<file path="src/source/sdrc_cfg.svh">
// widths, counts and fixed address encodings of the SDRAM management controller
`ifndef SDRC_CFG_SVH
`define SDRC_CFG_SVH

// SDRAM bus widths
`define SDR_ADDR_W          12        // row/column address
`define SDR_BA_W            2         // bank address

// management counters
`define SDR_DLY_W           4         // delay timer and refresh-count counter
`define SDR_RFSH_TIMER_W    12        // refresh interval timer
`define SDR_RFSH_ROW_CNT_W  3         // pending rows to refresh

// init sequence constants
`define SDR_INIT_REFRESHES  4'd15     // auto-refreshes before mode programming
`define SDR_TMRD            4'd7      // mode register to first command

// A10 high selects all banks on precharge
`define SDR_PRE_ALL_ADDR    12'h400

`endif

</file>
<file path="src/source/sdrc_pkg.sv">
// command, opcode and state enums, bank request and SDRAM command structs
`include "sdrc_cfg.svh"

package sdrc_pkg;

   // {cs_n, ras_n, cas_n, we_n}
   typedef enum logic [3:0] {
      DESEL      = 4'b1111,           // chip not selected
      NOP        = 4'b0111,
      ACTIVATE   = 4'b0011,
      READ       = 4'b0101,
      WRITE      = 4'b0100,
      BURST_STOP = 4'b0110,
      PRECHARGE  = 4'b0010,
      REFRESH    = 4'b0001,
      MODE       = 4'b0000            // load mode register
   } sdr_cmd_e;

   // opcodes from the bank controller
   typedef enum logic [1:0] {
      OP_PRE = 2'b00,
      OP_ACT = 2'b01,
      OP_RD  = 2'b10,
      OP_WR  = 2'b11
   } bank_op_e;

   // init / refresh sequencer states
   typedef enum logic [2:0] {
      MGM_POWERUP   = 3'b000,
      MGM_PRECHARGE = 3'b001,
      MGM_PCHWT     = 3'b010,
      MGM_REFRESH   = 3'b011,
      MGM_REFWT     = 3'b100,
      MGM_MODE_REG  = 3'b101,
      MGM_MODE_WT   = 3'b110,
      MGM_ACTIVE    = 3'b111
   } mgmt_state_e;

   typedef struct packed {
      bank_op_e                op;    // what to issue
      logic [`SDR_BA_W-1:0]    ba;
      logic [`SDR_ADDR_W-1:0]  addr;  // row for activate, column otherwise
   } bank_req_t;

   typedef struct packed {
      sdr_cmd_e                cmd;
      logic [`SDR_BA_W-1:0]    ba;
      logic [`SDR_ADDR_W-1:0]  addr;
   } sdr_cmd_t;

endpackage

</file>
<file path="src/source/sdrc_cmd_arb.sv">
// management vs bank command arbitration, ack and refresh/activate status
`include "sdrc_cfg.svh"

module sdrc_cmd_arb (
   input  logic                  clk,
   input  logic                  reset_n,
   input  logic                  i_mgmt_req,
   input  sdrc_pkg::sdr_cmd_t    i_mgmt_cmd,
   input  logic                  i_init_done,
   input  logic                  i_b2x_req,
   input  sdrc_pkg::bank_req_t   i_b2x,
   output logic                  o_mgmt_ack,
   output logic                  o_x2b_ack,
   output sdrc_pkg::sdr_cmd_t    o_cmd,
   output logic                  o_refresh,
   output logic                  o_act_ok
);
   import sdrc_pkg::*;

   sdr_cmd_e b2x_cmd;      // decoded bank opcode
   logic     act_d1;       // activate one cycle ago
   logic     act_d2;       // and two

   always_comb begin
      case (i_b2x.op)
         OP_PRE:  b2x_cmd = PRECHARGE;
         OP_ACT:  b2x_cmd = ACTIVATE;
         OP_RD:   b2x_cmd = READ;
         OP_WR:   b2x_cmd = WRITE;
         default: b2x_cmd = DESEL;
      endcase
   end

   assign o_mgmt_ack = i_mgmt_req;                            // mgmt always wins
   assign o_x2b_ack  = i_b2x_req & ~i_mgmt_req & i_init_done;

   always_comb begin
      if (o_mgmt_ack) begin
         o_cmd = i_mgmt_cmd;
      end else if (o_x2b_ack) begin
         o_cmd.cmd  = b2x_cmd;
         o_cmd.ba   = i_b2x.ba;
         o_cmd.addr = i_b2x.addr;
      end else begin
         o_cmd.cmd  = DESEL;                                  // idle bus
         o_cmd.ba   = '0;
         o_cmd.addr = '0;
      end
   end

   assign o_refresh = (o_cmd.cmd == REFRESH);

   always_ff @(posedge clk) begin
      if (!reset_n) begin
         act_d1 <= 1'b0;
         act_d2 <= 1'b0;
      end else begin
         act_d1 <= (o_cmd.cmd == ACTIVATE);
         act_d2 <= act_d1;
      end
   end

   assign o_act_ok = ~act_d1 & ~act_d2;                       // tRRD spacing

endmodule

</file>
<file path="src/source/sdrc_init_fsm.sv">
// power-up initialization and periodic refresh state machine
`include "sdrc_cfg.svh"

module sdrc_init_fsm (
   input  logic                            clk,
   input  logic                            reset_n,
   input  logic                            i_sdram_enable,
   input  logic                            i_tras_ok,      // all banks past tRAS
   input  logic [`SDR_DLY_W-1:0]           i_trp,
   input  logic [`SDR_DLY_W-1:0]           i_trcar,
   input  logic [`SDR_ADDR_W-1:0]          i_mode_reg,
   input  logic                            i_mgmt_ack,
   input  logic                            i_dly_done,
   input  logic                            i_cnt_done,
   input  logic                            i_ref_req,
   input  logic [`SDR_RFSH_ROW_CNT_W-1:0]  i_row_cnt,
   output logic                            o_mgmt_req,
   output sdrc_pkg::sdr_cmd_t              o_mgmt_cmd,
   output logic                            o_ld_dly,
   output logic [`SDR_DLY_W-1:0]           o_dly_val,
   output logic                            o_ld_cnt,
   output logic [`SDR_DLY_W-1:0]           o_cnt_val,
   output logic                            o_dec_cnt,
   output logic                            o_in_active,
   output logic                            o_init_done
);
   import sdrc_pkg::*;

   mgmt_state_e state, next_state;

   always_ff @(posedge clk) begin
      if (!reset_n) begin
         state       <= MGM_POWERUP;
         o_init_done <= 1'b0;
      end else begin
         state       <= next_state;
         o_init_done <= (o_in_active | o_init_done) & i_sdram_enable; // sticky until disable
      end
   end

   assign o_in_active = (state == MGM_ACTIVE);

   always_comb begin
      next_state      = state;
      o_mgmt_req      = 1'b1;              // held through the whole sequence
      o_mgmt_cmd.cmd  = DESEL;
      o_mgmt_cmd.ba   = '0;
      o_mgmt_cmd.addr = `SDR_PRE_ALL_ADDR;
      o_ld_dly        = 1'b0;
      o_dly_val       = i_trp;
      o_ld_cnt        = 1'b0;
      o_cnt_val       = `SDR_INIT_REFRESHES;
      o_dec_cnt       = 1'b0;
      case (state)
         MGM_POWERUP: begin
            o_mgmt_req = 1'b0;
            o_ld_cnt   = 1'b1;                       // arm init refresh count
            if (i_sdram_enable)
               next_state = MGM_PRECHARGE;
         end
         MGM_PRECHARGE: begin
            if (i_tras_ok) begin                     // wait out tRAS
               o_mgmt_cmd.cmd = PRECHARGE;           // all banks
               o_ld_dly       = i_mgmt_ack;          // trp
               if (i_mgmt_ack)
                  next_state = MGM_PCHWT;
            end
         end
         MGM_PCHWT: begin
            if (i_dly_done)
               next_state = MGM_REFRESH;
         end
         MGM_REFRESH: begin
            o_mgmt_cmd.cmd = REFRESH;
            o_ld_dly       = i_mgmt_ack;
            o_dly_val      = i_trcar;
            o_dec_cnt      = i_mgmt_ack;
            if (i_mgmt_ack)
               next_state = MGM_REFWT;
         end
         MGM_REFWT: begin
            if (i_dly_done) begin
               if (!i_cnt_done)
                  next_state = MGM_REFRESH;          // more rows to go
               else if (o_init_done)
                  next_state = MGM_ACTIVE;           // periodic round, no mode
               else
                  next_state = MGM_MODE_REG;
            end
         end
         MGM_MODE_REG: begin
            o_mgmt_cmd.cmd   = MODE;
            o_mgmt_cmd.ba[0] = i_mode_reg[11];       // ba = {0, mode[11]}
            o_mgmt_cmd.addr  = i_mode_reg;
            o_ld_dly         = i_mgmt_ack;
            o_dly_val        = `SDR_TMRD;
            if (i_mgmt_ack)
               next_state = MGM_MODE_WT;
         end
         MGM_MODE_WT: begin
            if (i_dly_done)
               next_state = MGM_ACTIVE;
         end
         MGM_ACTIVE: begin
            o_mgmt_req = 1'b0;                       // bank side owns the bus
            o_ld_cnt   = i_ref_req;
            o_cnt_val  = '0;
            o_cnt_val[`SDR_RFSH_ROW_CNT_W-1:0] = i_row_cnt; // refresh all pending rows
            if (!i_sdram_enable)
               next_state = MGM_POWERUP;
            else if (i_ref_req)
               next_state = MGM_PRECHARGE;
         end
         default: next_state = MGM_POWERUP;
      endcase
   end

   // a real command may only go out once the previous wait has expired
   a_no_cmd_in_wait: assert property (@(posedge clk) disable iff (!reset_n)
      (o_mgmt_req && !i_dly_done) |-> (o_mgmt_cmd.cmd == DESEL));

endmodule

</file>
<file path="src/source/sdrc_mgmt_timer.sv">
// delay timer, refresh-count counter, refresh interval timer and row counter
`include "sdrc_cfg.svh"

module sdrc_mgmt_timer (
   input  logic                            clk,
   input  logic                            reset_n,
   input  logic                            i_ld_dly,
   input  logic [`SDR_DLY_W-1:0]           i_dly_val,
   input  logic                            i_ld_cnt,
   input  logic [`SDR_DLY_W-1:0]           i_cnt_val,
   input  logic                            i_dec_cnt,
   input  logic                            i_in_active,
   input  logic [`SDR_RFSH_TIMER_W-1:0]    i_rfsh_time,   // cycles per row
   input  logic [`SDR_RFSH_ROW_CNT_W-1:0]  i_rfsh_rmax,   // rows per round
   output logic                            o_dly_done,
   output logic                            o_cnt_done,
   output logic                            o_ref_req,
   output logic [`SDR_RFSH_ROW_CNT_W-1:0]  o_row_cnt
);

   logic [`SDR_DLY_W-1:0]        dly;          // counts down to zero and sticks
   logic [`SDR_DLY_W-1:0]        cnt;          // refreshes left in this round
   logic [`SDR_RFSH_TIMER_W-1:0] rfsh_timer;   // free running
   logic                         rfsh_tc;

   assign o_dly_done = (dly == '0);
   assign o_cnt_done = (cnt == '0);
   assign rfsh_tc    = (rfsh_timer == i_rfsh_time);
   assign o_ref_req  = (o_row_cnt >= i_rfsh_rmax);

   always_ff @(posedge clk) begin
      if (!reset_n) begin
         dly        <= '0;
         cnt        <= `SDR_INIT_REFRESHES;
         rfsh_timer <= '0;
         o_row_cnt  <= '0;
      end else begin
         if (i_ld_dly)
            dly <= i_dly_val;
         else if (!o_dly_done)
            dly <= dly - 1'b1;
         if (i_ld_cnt)
            cnt <= i_cnt_val;
         else if (i_dec_cnt)
            cnt <= cnt - 1'b1;                 // one per refresh issued
         rfsh_timer <= rfsh_tc ? '0 : rfsh_timer + 1'b1; // 0..rfsh_time
         if (!i_in_active)
            o_row_cnt <= '0;                   // cleared once a round starts
         else if (rfsh_tc)
            o_row_cnt <= o_row_cnt + 1'b1;
      end
   end

   // the sequencer must stop issuing refreshes once the count is used up
   a_no_cnt_underflow: assert property (@(posedge clk) disable iff (!reset_n)
      i_dec_cnt |-> !o_cnt_done);

endmodule

</file>
<file path="src/source/sdrc_mgmt_top.sv">
// top level of the SDRAM init/refresh controller and command pin path
`include "sdrc_cfg.svh"

module sdrc_mgmt_top (
   input  logic                            clk,
   input  logic                            reset_n,
   input  logic                            i_sdram_enable,
   input  logic                            i_tras_ok,
   input  logic [`SDR_DLY_W-1:0]           i_trp,
   input  logic [`SDR_DLY_W-1:0]           i_trcar,
   input  logic [`SDR_ADDR_W-1:0]          i_mode_reg,
   input  logic [`SDR_RFSH_TIMER_W-1:0]    i_rfsh_time,
   input  logic [`SDR_RFSH_ROW_CNT_W-1:0]  i_rfsh_rmax,
   input  logic                            i_b2x_req,
   input  sdrc_pkg::bank_req_t             i_b2x,
   output logic                            o_x2b_ack,
   output logic                            o_refresh,
   output logic                            o_act_ok,
   output logic                            o_init_done,
   output logic                            o_sdr_cs_n,
   output logic                            o_sdr_ras_n,
   output logic                            o_sdr_cas_n,
   output logic                            o_sdr_we_n,
   output logic [`SDR_BA_W-1:0]            o_sdr_ba,
   output logic [`SDR_ADDR_W-1:0]          o_sdr_addr
);
   import sdrc_pkg::*;

   logic                            mgmt_req, mgmt_ack;
   sdr_cmd_t                        mgmt_cmd, sel_cmd;   // fsm request, arbitrated result
   logic                            ld_dly, ld_cnt, dec_cnt, in_active;
   logic [`SDR_DLY_W-1:0]           dly_val, cnt_val;
   logic                            dly_done, cnt_done, ref_req;
   logic [`SDR_RFSH_ROW_CNT_W-1:0]  row_cnt;

   sdrc_init_fsm u_init_fsm (
      .clk(clk), .reset_n(reset_n), .i_sdram_enable(i_sdram_enable),
      .i_tras_ok(i_tras_ok), .i_trp(i_trp), .i_trcar(i_trcar), .i_mode_reg(i_mode_reg),
      .i_mgmt_ack(mgmt_ack), .i_dly_done(dly_done), .i_cnt_done(cnt_done),
      .i_ref_req(ref_req), .i_row_cnt(row_cnt), .o_mgmt_req(mgmt_req),
      .o_mgmt_cmd(mgmt_cmd), .o_ld_dly(ld_dly), .o_dly_val(dly_val), .o_ld_cnt(ld_cnt),
      .o_cnt_val(cnt_val), .o_dec_cnt(dec_cnt), .o_in_active(in_active),
      .o_init_done(o_init_done));

   sdrc_mgmt_timer u_timer (
      .clk(clk), .reset_n(reset_n), .i_ld_dly(ld_dly), .i_dly_val(dly_val),
      .i_ld_cnt(ld_cnt), .i_cnt_val(cnt_val), .i_dec_cnt(dec_cnt), .i_in_active(in_active),
      .i_rfsh_time(i_rfsh_time), .i_rfsh_rmax(i_rfsh_rmax), .o_dly_done(dly_done),
      .o_cnt_done(cnt_done), .o_ref_req(ref_req), .o_row_cnt(row_cnt));

   sdrc_cmd_arb u_arb (
      .clk(clk), .reset_n(reset_n), .i_mgmt_req(mgmt_req), .i_mgmt_cmd(mgmt_cmd),
      .i_init_done(o_init_done), .i_b2x_req(i_b2x_req), .i_b2x(i_b2x),
      .o_mgmt_ack(mgmt_ack), .o_x2b_ack(o_x2b_ack), .o_cmd(sel_cmd),
      .o_refresh(o_refresh), .o_act_ok(o_act_ok));

   sdrc_sdr_io u_io (
      .clk(clk), .reset_n(reset_n), .i_cmd(sel_cmd), .o_sdr_cs_n(o_sdr_cs_n),
      .o_sdr_ras_n(o_sdr_ras_n), .o_sdr_cas_n(o_sdr_cas_n), .o_sdr_we_n(o_sdr_we_n),
      .o_sdr_ba(o_sdr_ba), .o_sdr_addr(o_sdr_addr));

endmodule

</file>
<file path="src/source/sdrc_sdr_io.sv">
// SDRAM command, bank and address pin registers
`include "sdrc_cfg.svh"

module sdrc_sdr_io (
   input  logic                    clk,
   input  logic                    reset_n,
   input  sdrc_pkg::sdr_cmd_t      i_cmd,
   output logic                    o_sdr_cs_n,
   output logic                    o_sdr_ras_n,
   output logic                    o_sdr_cas_n,
   output logic                    o_sdr_we_n,
   output logic [`SDR_BA_W-1:0]    o_sdr_ba,
   output logic [`SDR_ADDR_W-1:0]  o_sdr_addr
);
   import sdrc_pkg::*;

   always_ff @(posedge clk) begin
      if (!reset_n) begin
         o_sdr_cs_n  <= 1'b1;                  // deselected
         o_sdr_ras_n <= 1'b1;
         o_sdr_cas_n <= 1'b1;
         o_sdr_we_n  <= 1'b1;
      end else begin
         o_sdr_cs_n  <= i_cmd.cmd[3];
         o_sdr_ras_n <= i_cmd.cmd[2];
         o_sdr_cas_n <= i_cmd.cmd[1];
         o_sdr_we_n  <= i_cmd.cmd[0];
      end
   end

   // address only moves with a selected command
   always_ff @(posedge clk) begin
      if (i_cmd.cmd[3] == 1'b0) begin
         o_sdr_ba   <= i_cmd.ba;
         o_sdr_addr <= i_cmd.addr;
      end
   end

   // pins idle through reset and the first command slot after it
   a_strobes_idle_in_reset: assert property (@(posedge clk)
      !reset_n |=> (o_sdr_cs_n && o_sdr_ras_n && o_sdr_cas_n && o_sdr_we_n) [*2]);

endmodule
</file>
<file path="config.mk">
export PLATFORM = sky130hd
export DESIGN_NAME = sdrc_mgmt_top
export DESIGN_NICKNAME = d
export VERILOG_FILES = /design/src/source/sdrc_pkg.sv /design/src/source/sdrc_cmd_arb.sv /design/src/source/sdrc_init_fsm.sv /design/src/source/sdrc_mgmt_timer.sv /design/src/source/sdrc_mgmt_top.sv /design/src/source/sdrc_sdr_io.sv
export VERILOG_INCLUDE_DIRS = /design/src /design/src/source
export SDC_FILE = /design/constraint.sdc
export NUM_CORES = 1
export LEC_CHECK = 0
export ABC_AREA = 1
export BUFFER_PORTS_ARGS = -buffer_cell sky130_fd_sc_hd__buf_2
export CORE_AREA = 3 3 79 81
export CTS_CLUSTER_DIAMETER = 80
export CTS_CLUSTER_SIZE = 20
export DETAILED_ROUTE_END_ITERATION = 6
export DIE_AREA = 0 0 82 84
export GPL_TIMING_DRIVEN = 0
export PLACE_DENSITY = 0.72
export SETUP_SLACK_MARGIN = 0.15
export SLEW_MARGIN = 20
export SYNTH_ARGS = -nofsm -noshare
export SYNTH_HDL_FRONTEND = slang
export SYNTH_SLANG_ARGS = --single-unit
</file>
<file path="constraint.sdc">
create_clock -name clk -period 1.92 [get_ports clk]
set_clock_uncertainty 0.05 [all_clocks]
set_input_delay 0.48 -clock clk [delete_from_list [all_inputs] [get_ports clk]]
set_output_delay 0.48 -clock clk [all_outputs]
set_load 0.01 [all_outputs]
</file>
Word-level counts from Yosys, hierarchy flattened
Index checks and enable logic that the tools add are counted.

Register bits: 47. Word-level logic and storage cells: 92. Input port bits: 56. Output and inout port bits: 22.

Bitwise operators: 8. Add/sub/neg operators: 4. Order comparisons: 1. Multiplexer cells: 30. Reduce and logical (&&, ||, !) cells: 11. Equal/unequal tests: 23.

Operators by type and width (number): $mux 18 (2); $mux 3 (11); $mux 4 (6); $pmux 3 s8 (1); $ne 2x2->1 const B (9); $pmux 4 s4 (1); $mux 13 (1); $add 12x1->12 const B (1); $eq 12x12->1 (1); $eq 3x3->1 const B (4); $pmux 4 s3 (1); $reduce_and 9->1 (1); $logic_not 4->1 (2); $pmux 4 s2 (1); $sub 4x1->4 const B (2); $eq 3x2->1 const B (2); $reduce_or 2->1 (3); $and 1x1->1 (4); $eq 2x2->1 const B (2); $eq 4x1->1 const B (1); $eq 4x2->1 const B (1); $pmux 1 s2 (2); $reduce_and 2->1 (2); $add 3x1->3 const B (1); other kinds (11) (15).

Longest topological paths before layout
Word-level depth: 7. Depth in mapped cells: 12. Depth with buffers taken out: 12.

Modules after synthesis
From an unflattened synthesis, not the netlist that was laid out.

Cells, all modules: 416. Area total of the unflattened synthesis: 3021.6 µm².

By module, submodules not included: sdrc_mgmt_timer (area each 1529.0 µm², times used 1, seq. area each 460.4 µm², cells each 222); sdrc_init_fsm (area each 579.3 µm², times used 1, seq. area each 80.1 µm², cells each 116); sdrc_sdr_io (area each 530.5 µm², times used 1, seq. area each 500.5 µm², cells each 26); sdrc_cmd_arb (area each 382.9 µm², times used 1, seq. area each 40.0 µm², cells each 52).

Least setup slack after synthesis
No wires, ideal clock.

Path kind: reg-to-reg. Start: reg u_init_fsm.state[2]. End: reg u_io.o_sdr_addr[0], enable pin. Setup slack: 0.241 ns. Stages on the path, launching flop included: 5. Arrival time: 1.251 ns. Data required time: 1.492 ns. Setup time: 0.378 ns. Clock period less this slack: 1.679 ns. Buffers on the path: 0. Cell sequence: dfxtp_1 > inv_4 > nand2_4 > nand2_8 > a21oi_2.

Cells in the longest elaborated chain, start to end: 6. Elaborated cells on any way between the ends: 11. Classes of those cells: 4 x eq/ne; 3 x mux; 2 x bitwise; 2 x reduce/logical.

RTL lines: start: declaration (line sdrc_init_fsm.sv:29) `mgmt_state_e state, next_state;`; start signal: assignment (line sdrc_init_fsm.sv:36) `state <= next_state;`; $eq 3x3->1 or $logic_not 3->1 (tied branches) (line sdrc_init_fsm.sv:54) `case (state)`; $reduce_or 2->1 (no source line); $and 1x1->1 (2 in series) (line sdrc_cmd_arb.sv:35) `assign o_x2b_ack = i_b2x_req & ~i_mgmt_req & i_init_done;`; $mux 18 (line sdrc_cmd_arb.sv:40) `end else if (o_x2b_ack) begin`; $mux 18 * (line sdrc_cmd_arb.sv:38) `if (o_mgmt_ack) begin`; end signal: assignment (line sdrc_sdr_io.sv:35) `o_sdr_addr <= i_cmd.addr;`; end: declaration (line sdrc_sdr_io.sv:13) `` output logic [`SDR_ADDR_W-1:0] o_sdr_addr ``.

Mark *: on every way between the ends. The rest lies on a longest branch, timed or not. A chain may end at the register's enable or synchronous reset.

Worst setup path after layout
Start: reg u_init_fsm.state[0]. End: out o_x2b_ack.

Cells in the longest elaborated chain, start to end: 4. Elaborated cells on any way between the ends: 5. Classes of those cells: 1 x eq/ne; 2 x bitwise; 2 x reduce/logical.

RTL lines: $eq 3x3->1 or $logic_not 3->1 (tied branches) (line sdrc_init_fsm.sv:54); $reduce_or 2->1 (no source line) *; $and 1x1->1 * (2 in series) (line sdrc_cmd_arb.sv:35); end: declaration (line sdrc_mgmt_top.sv:16) `output logic o_x2b_ack,`.

Marks and branches as above.

==> out/metrics.csv <==
metric,value,unit
status,"complete, no violations",
rows,27,
cts_root_buf,clkbuf_8,
syn_nets,443,
drt-initial-drc-count,83,
r2r_start,u_timer.o_row_cnt[2],
ys_ff_latch,47,
ys_async_sr_fraction,0,%
routedWlPerCell,12.1,um
most-common-layout-cells,"nand2_1 (94), buf_2 (78), inv_1 (57)",
die_y,84,um
synth_fa_ha_area_share,4.97,%
antenna_cells,0,
syn-cell-area,2770,sq um
path_class,reg -> out,
dpl.cell_count,525,
drtPass1Iterations,4,
grt_pass1_wl,10700,um
grt_pass1_vias,2521,
timing.hold.ws,401,ps
cp-startpoint,u_init_fsm.state[0],
cts_max_level,2,
die-width,82,um
synthMuxAreaShare,0,%
ys_seq_area_share,39.0,%
area_delta_synth_final,28.5,%
max_freq,539,MHz
hold_path.class,reg -> reg,
hold_buffers,0,
clk_latency,310,ps
hpwl,4870,um
hp-start,u_arb.act_d1,
layout_min_cycle_time,1860,ps
tightest_slew,288,ps
gp_congestion,0.867,
min_period_over_period,96.6,%
synth_top_family_by_area,simple AND/OR/NAND/NOR gates,
vias_per_cell,4.89,
ys_warn_count,0,
drive_above_1_share,28.6,%
vias,2694,
synth-simple-area-share,30.5,%
rsz0062_at_grt,true,
drt_wl_total,6670,um
cts_sinks,47,
ios,78,
critical_path_arrival,1330,ps
startpoint_type,register,
synth.avg_cell_area,7.37,sq um
crit_required,1390,ps
power.density,1120,nW/um^2
cp-end-kind,output port,
yosysUniqueCellTypes,35,
hold_viol_final,0,
route.antenna.remaining_nets,0,
synth-edff-count,14,
nets,545,
dpl_cell_area,3250,sq um
cts_tree,done,
grt-ovfl-total,0,
fin_area,3560,sq um
drc,0,
synth_ff_type,dfxtp_1,
port_buffers,77,
r2r_setup_slack,190,ps
stdcell_count,551,
fin_ws,64.4,ps
clk_pin_slew_worst_paths,100,ps
ir_drop,713,uV
core_area,5540,sq um
syn_inst,376,
die_area,6890,sq um
slew_violations,0,
grt_usage,19.4,%
clockBufferDepth,2,
grt_max_degree,18,
cts_buffers,5,
drv_cap,0,
pre_cts_ws,-41.8,ps
p_leak,1.83,nW
setup_viol,0,
start_util,50.0,%
synth_compound_gate_area_share,10.6,%
final_common_cell,nand2_1,
synth_xor_area_share,4.43,%
slew-limit-headroom,80.6,%
cp_max_fo,6,
antenna_found_initial,0,
## metrics by stage
step	util (%)	power [mW]	TNS (ps)
finish	64.3	3.99	0
global placement	58.6	2.90	-276
CTS	62.4	3.77	0
detailed placement	58.6	2.94	-612
global route	64.3	4.27	0
floorplan	-	2.51	0
## sequential cells by signal, summed over array words and instances, names as in the netlist
name                    count
u_io.o_sdr_addr            12
u_timer.rfsh_timer         12
u_timer.cnt                 4
u_timer.dly                 4
u_init_fsm.state            3
u_timer.o_row_cnt           3
u_io.o_sdr_ba               2
u_arb.act_d1                1
u_arb.act_d2                1
u_init_fsm.o_init_done      1
u_io.o_sdr_cas_n            1
u_io.o_sdr_cs_n             1
u_io.o_sdr_ras_n            1
u_io.o_sdr_we_n             1
## cell type report
type / count / area (sq um)
fillers: 515 / 1980
multi-input cells: 260 / 1430
flip-flops and latches: 47 / 1090
repair buffers: 95 / 539
inverters: 64 / 258
well taps: 72 / 90.1
clock buffers: 5 / 68.8
clock inverters: 3 / 46.3
plain buffers: 5 / 33.8
## metal layers
metal | GRT usage, % | wire length [um] | vias up
met1 | 23.3 | 2890 | 1226
met3 | 4.21 | 305 | 12
met5 | 0 | 0 | -
li1 | - | - | 1392
met2 | 34.0 | 3370 | 64
met4 | 5.74 | 107 | 0
## Yosys cell counts, types with 2 or more instances
cell type | n | area (sq um)
inv_1 | 59 | 221
edfxtp_1 | 14 | 420
buf_2 | 2 | 10.0
o21ai_2 | 2 | 17.5
o21ai_1 | 4 | 20.0
inv_4 | 4 | 25.0
xor2_1 | 9 | 78.8
nand4_1 | 3 | 18.8
nor3_1 | 4 | 20.0
nand2_4 | 4 | 45.0
o21ai_0 | 17 | 85.1
a21oi_2 | 3 | 26.3
dfxtp_1 | 33 | 661
nor2_1 | 50 | 188
nor2_4 | 2 | 22.5
nand2_1 | 94 | 353
ha_1 | 11 | 138
a21oi_1 | 9 | 45.0
a22o_1 | 10 | 87.6
nand3_1 | 22 | 110
o22ai_1 | 2 | 12.5
xnor2_1 | 5 | 43.8
## kinds of logic (layout without fill, tap and decap cells)
| family | count (synthesis) | count (layout) |
|---|---|---|
| DFF | 47 | 47 |
| and+or+nand+nor | 188 | 188 |
| xor gates and xnor gates | 14 | 14 |
| buffers and inverters | 69 | 172 |
| adders and majority gates | 11 | 11 |
| AOI/OAI and AO/OA | 47 | 47 |
## path summary, 6_finish.rpt
path | endpoint | cells after the start
min | u_arb.act_d2 | 2
max reg2reg | u_timer.cnt[0] | 7
min reg2reg | u_arb.act_d2 | 2
max | o_x2b_ack | 7
## critical path, cell delays in order, from the launching register on
cell      delay (ps)
dfxtp_4          380
nor2_4           160
nand2_4          100
nand2_8          100
nand2_8           60
clkinv_4          50
buf_6             80
buf_6             90
## what timing repair did
item                       4_1_cts  5_1_grt
pin swaps                        3        5
setup buffers                    9        9
gates resized for setup          9       10
setup endpoints to repair       21       24
## power by group
part	total (mW)	leakage, nW	switching [mW]	internal (mW)
logic	1.77	1.36	1.03	0.739
registers	1.46	0.411	0.124	1.34
clock network	0.751	0.0548	0.359	0.392
total	3.99	1.83	1.52	2.47
(Power assumes the default switching activity.)
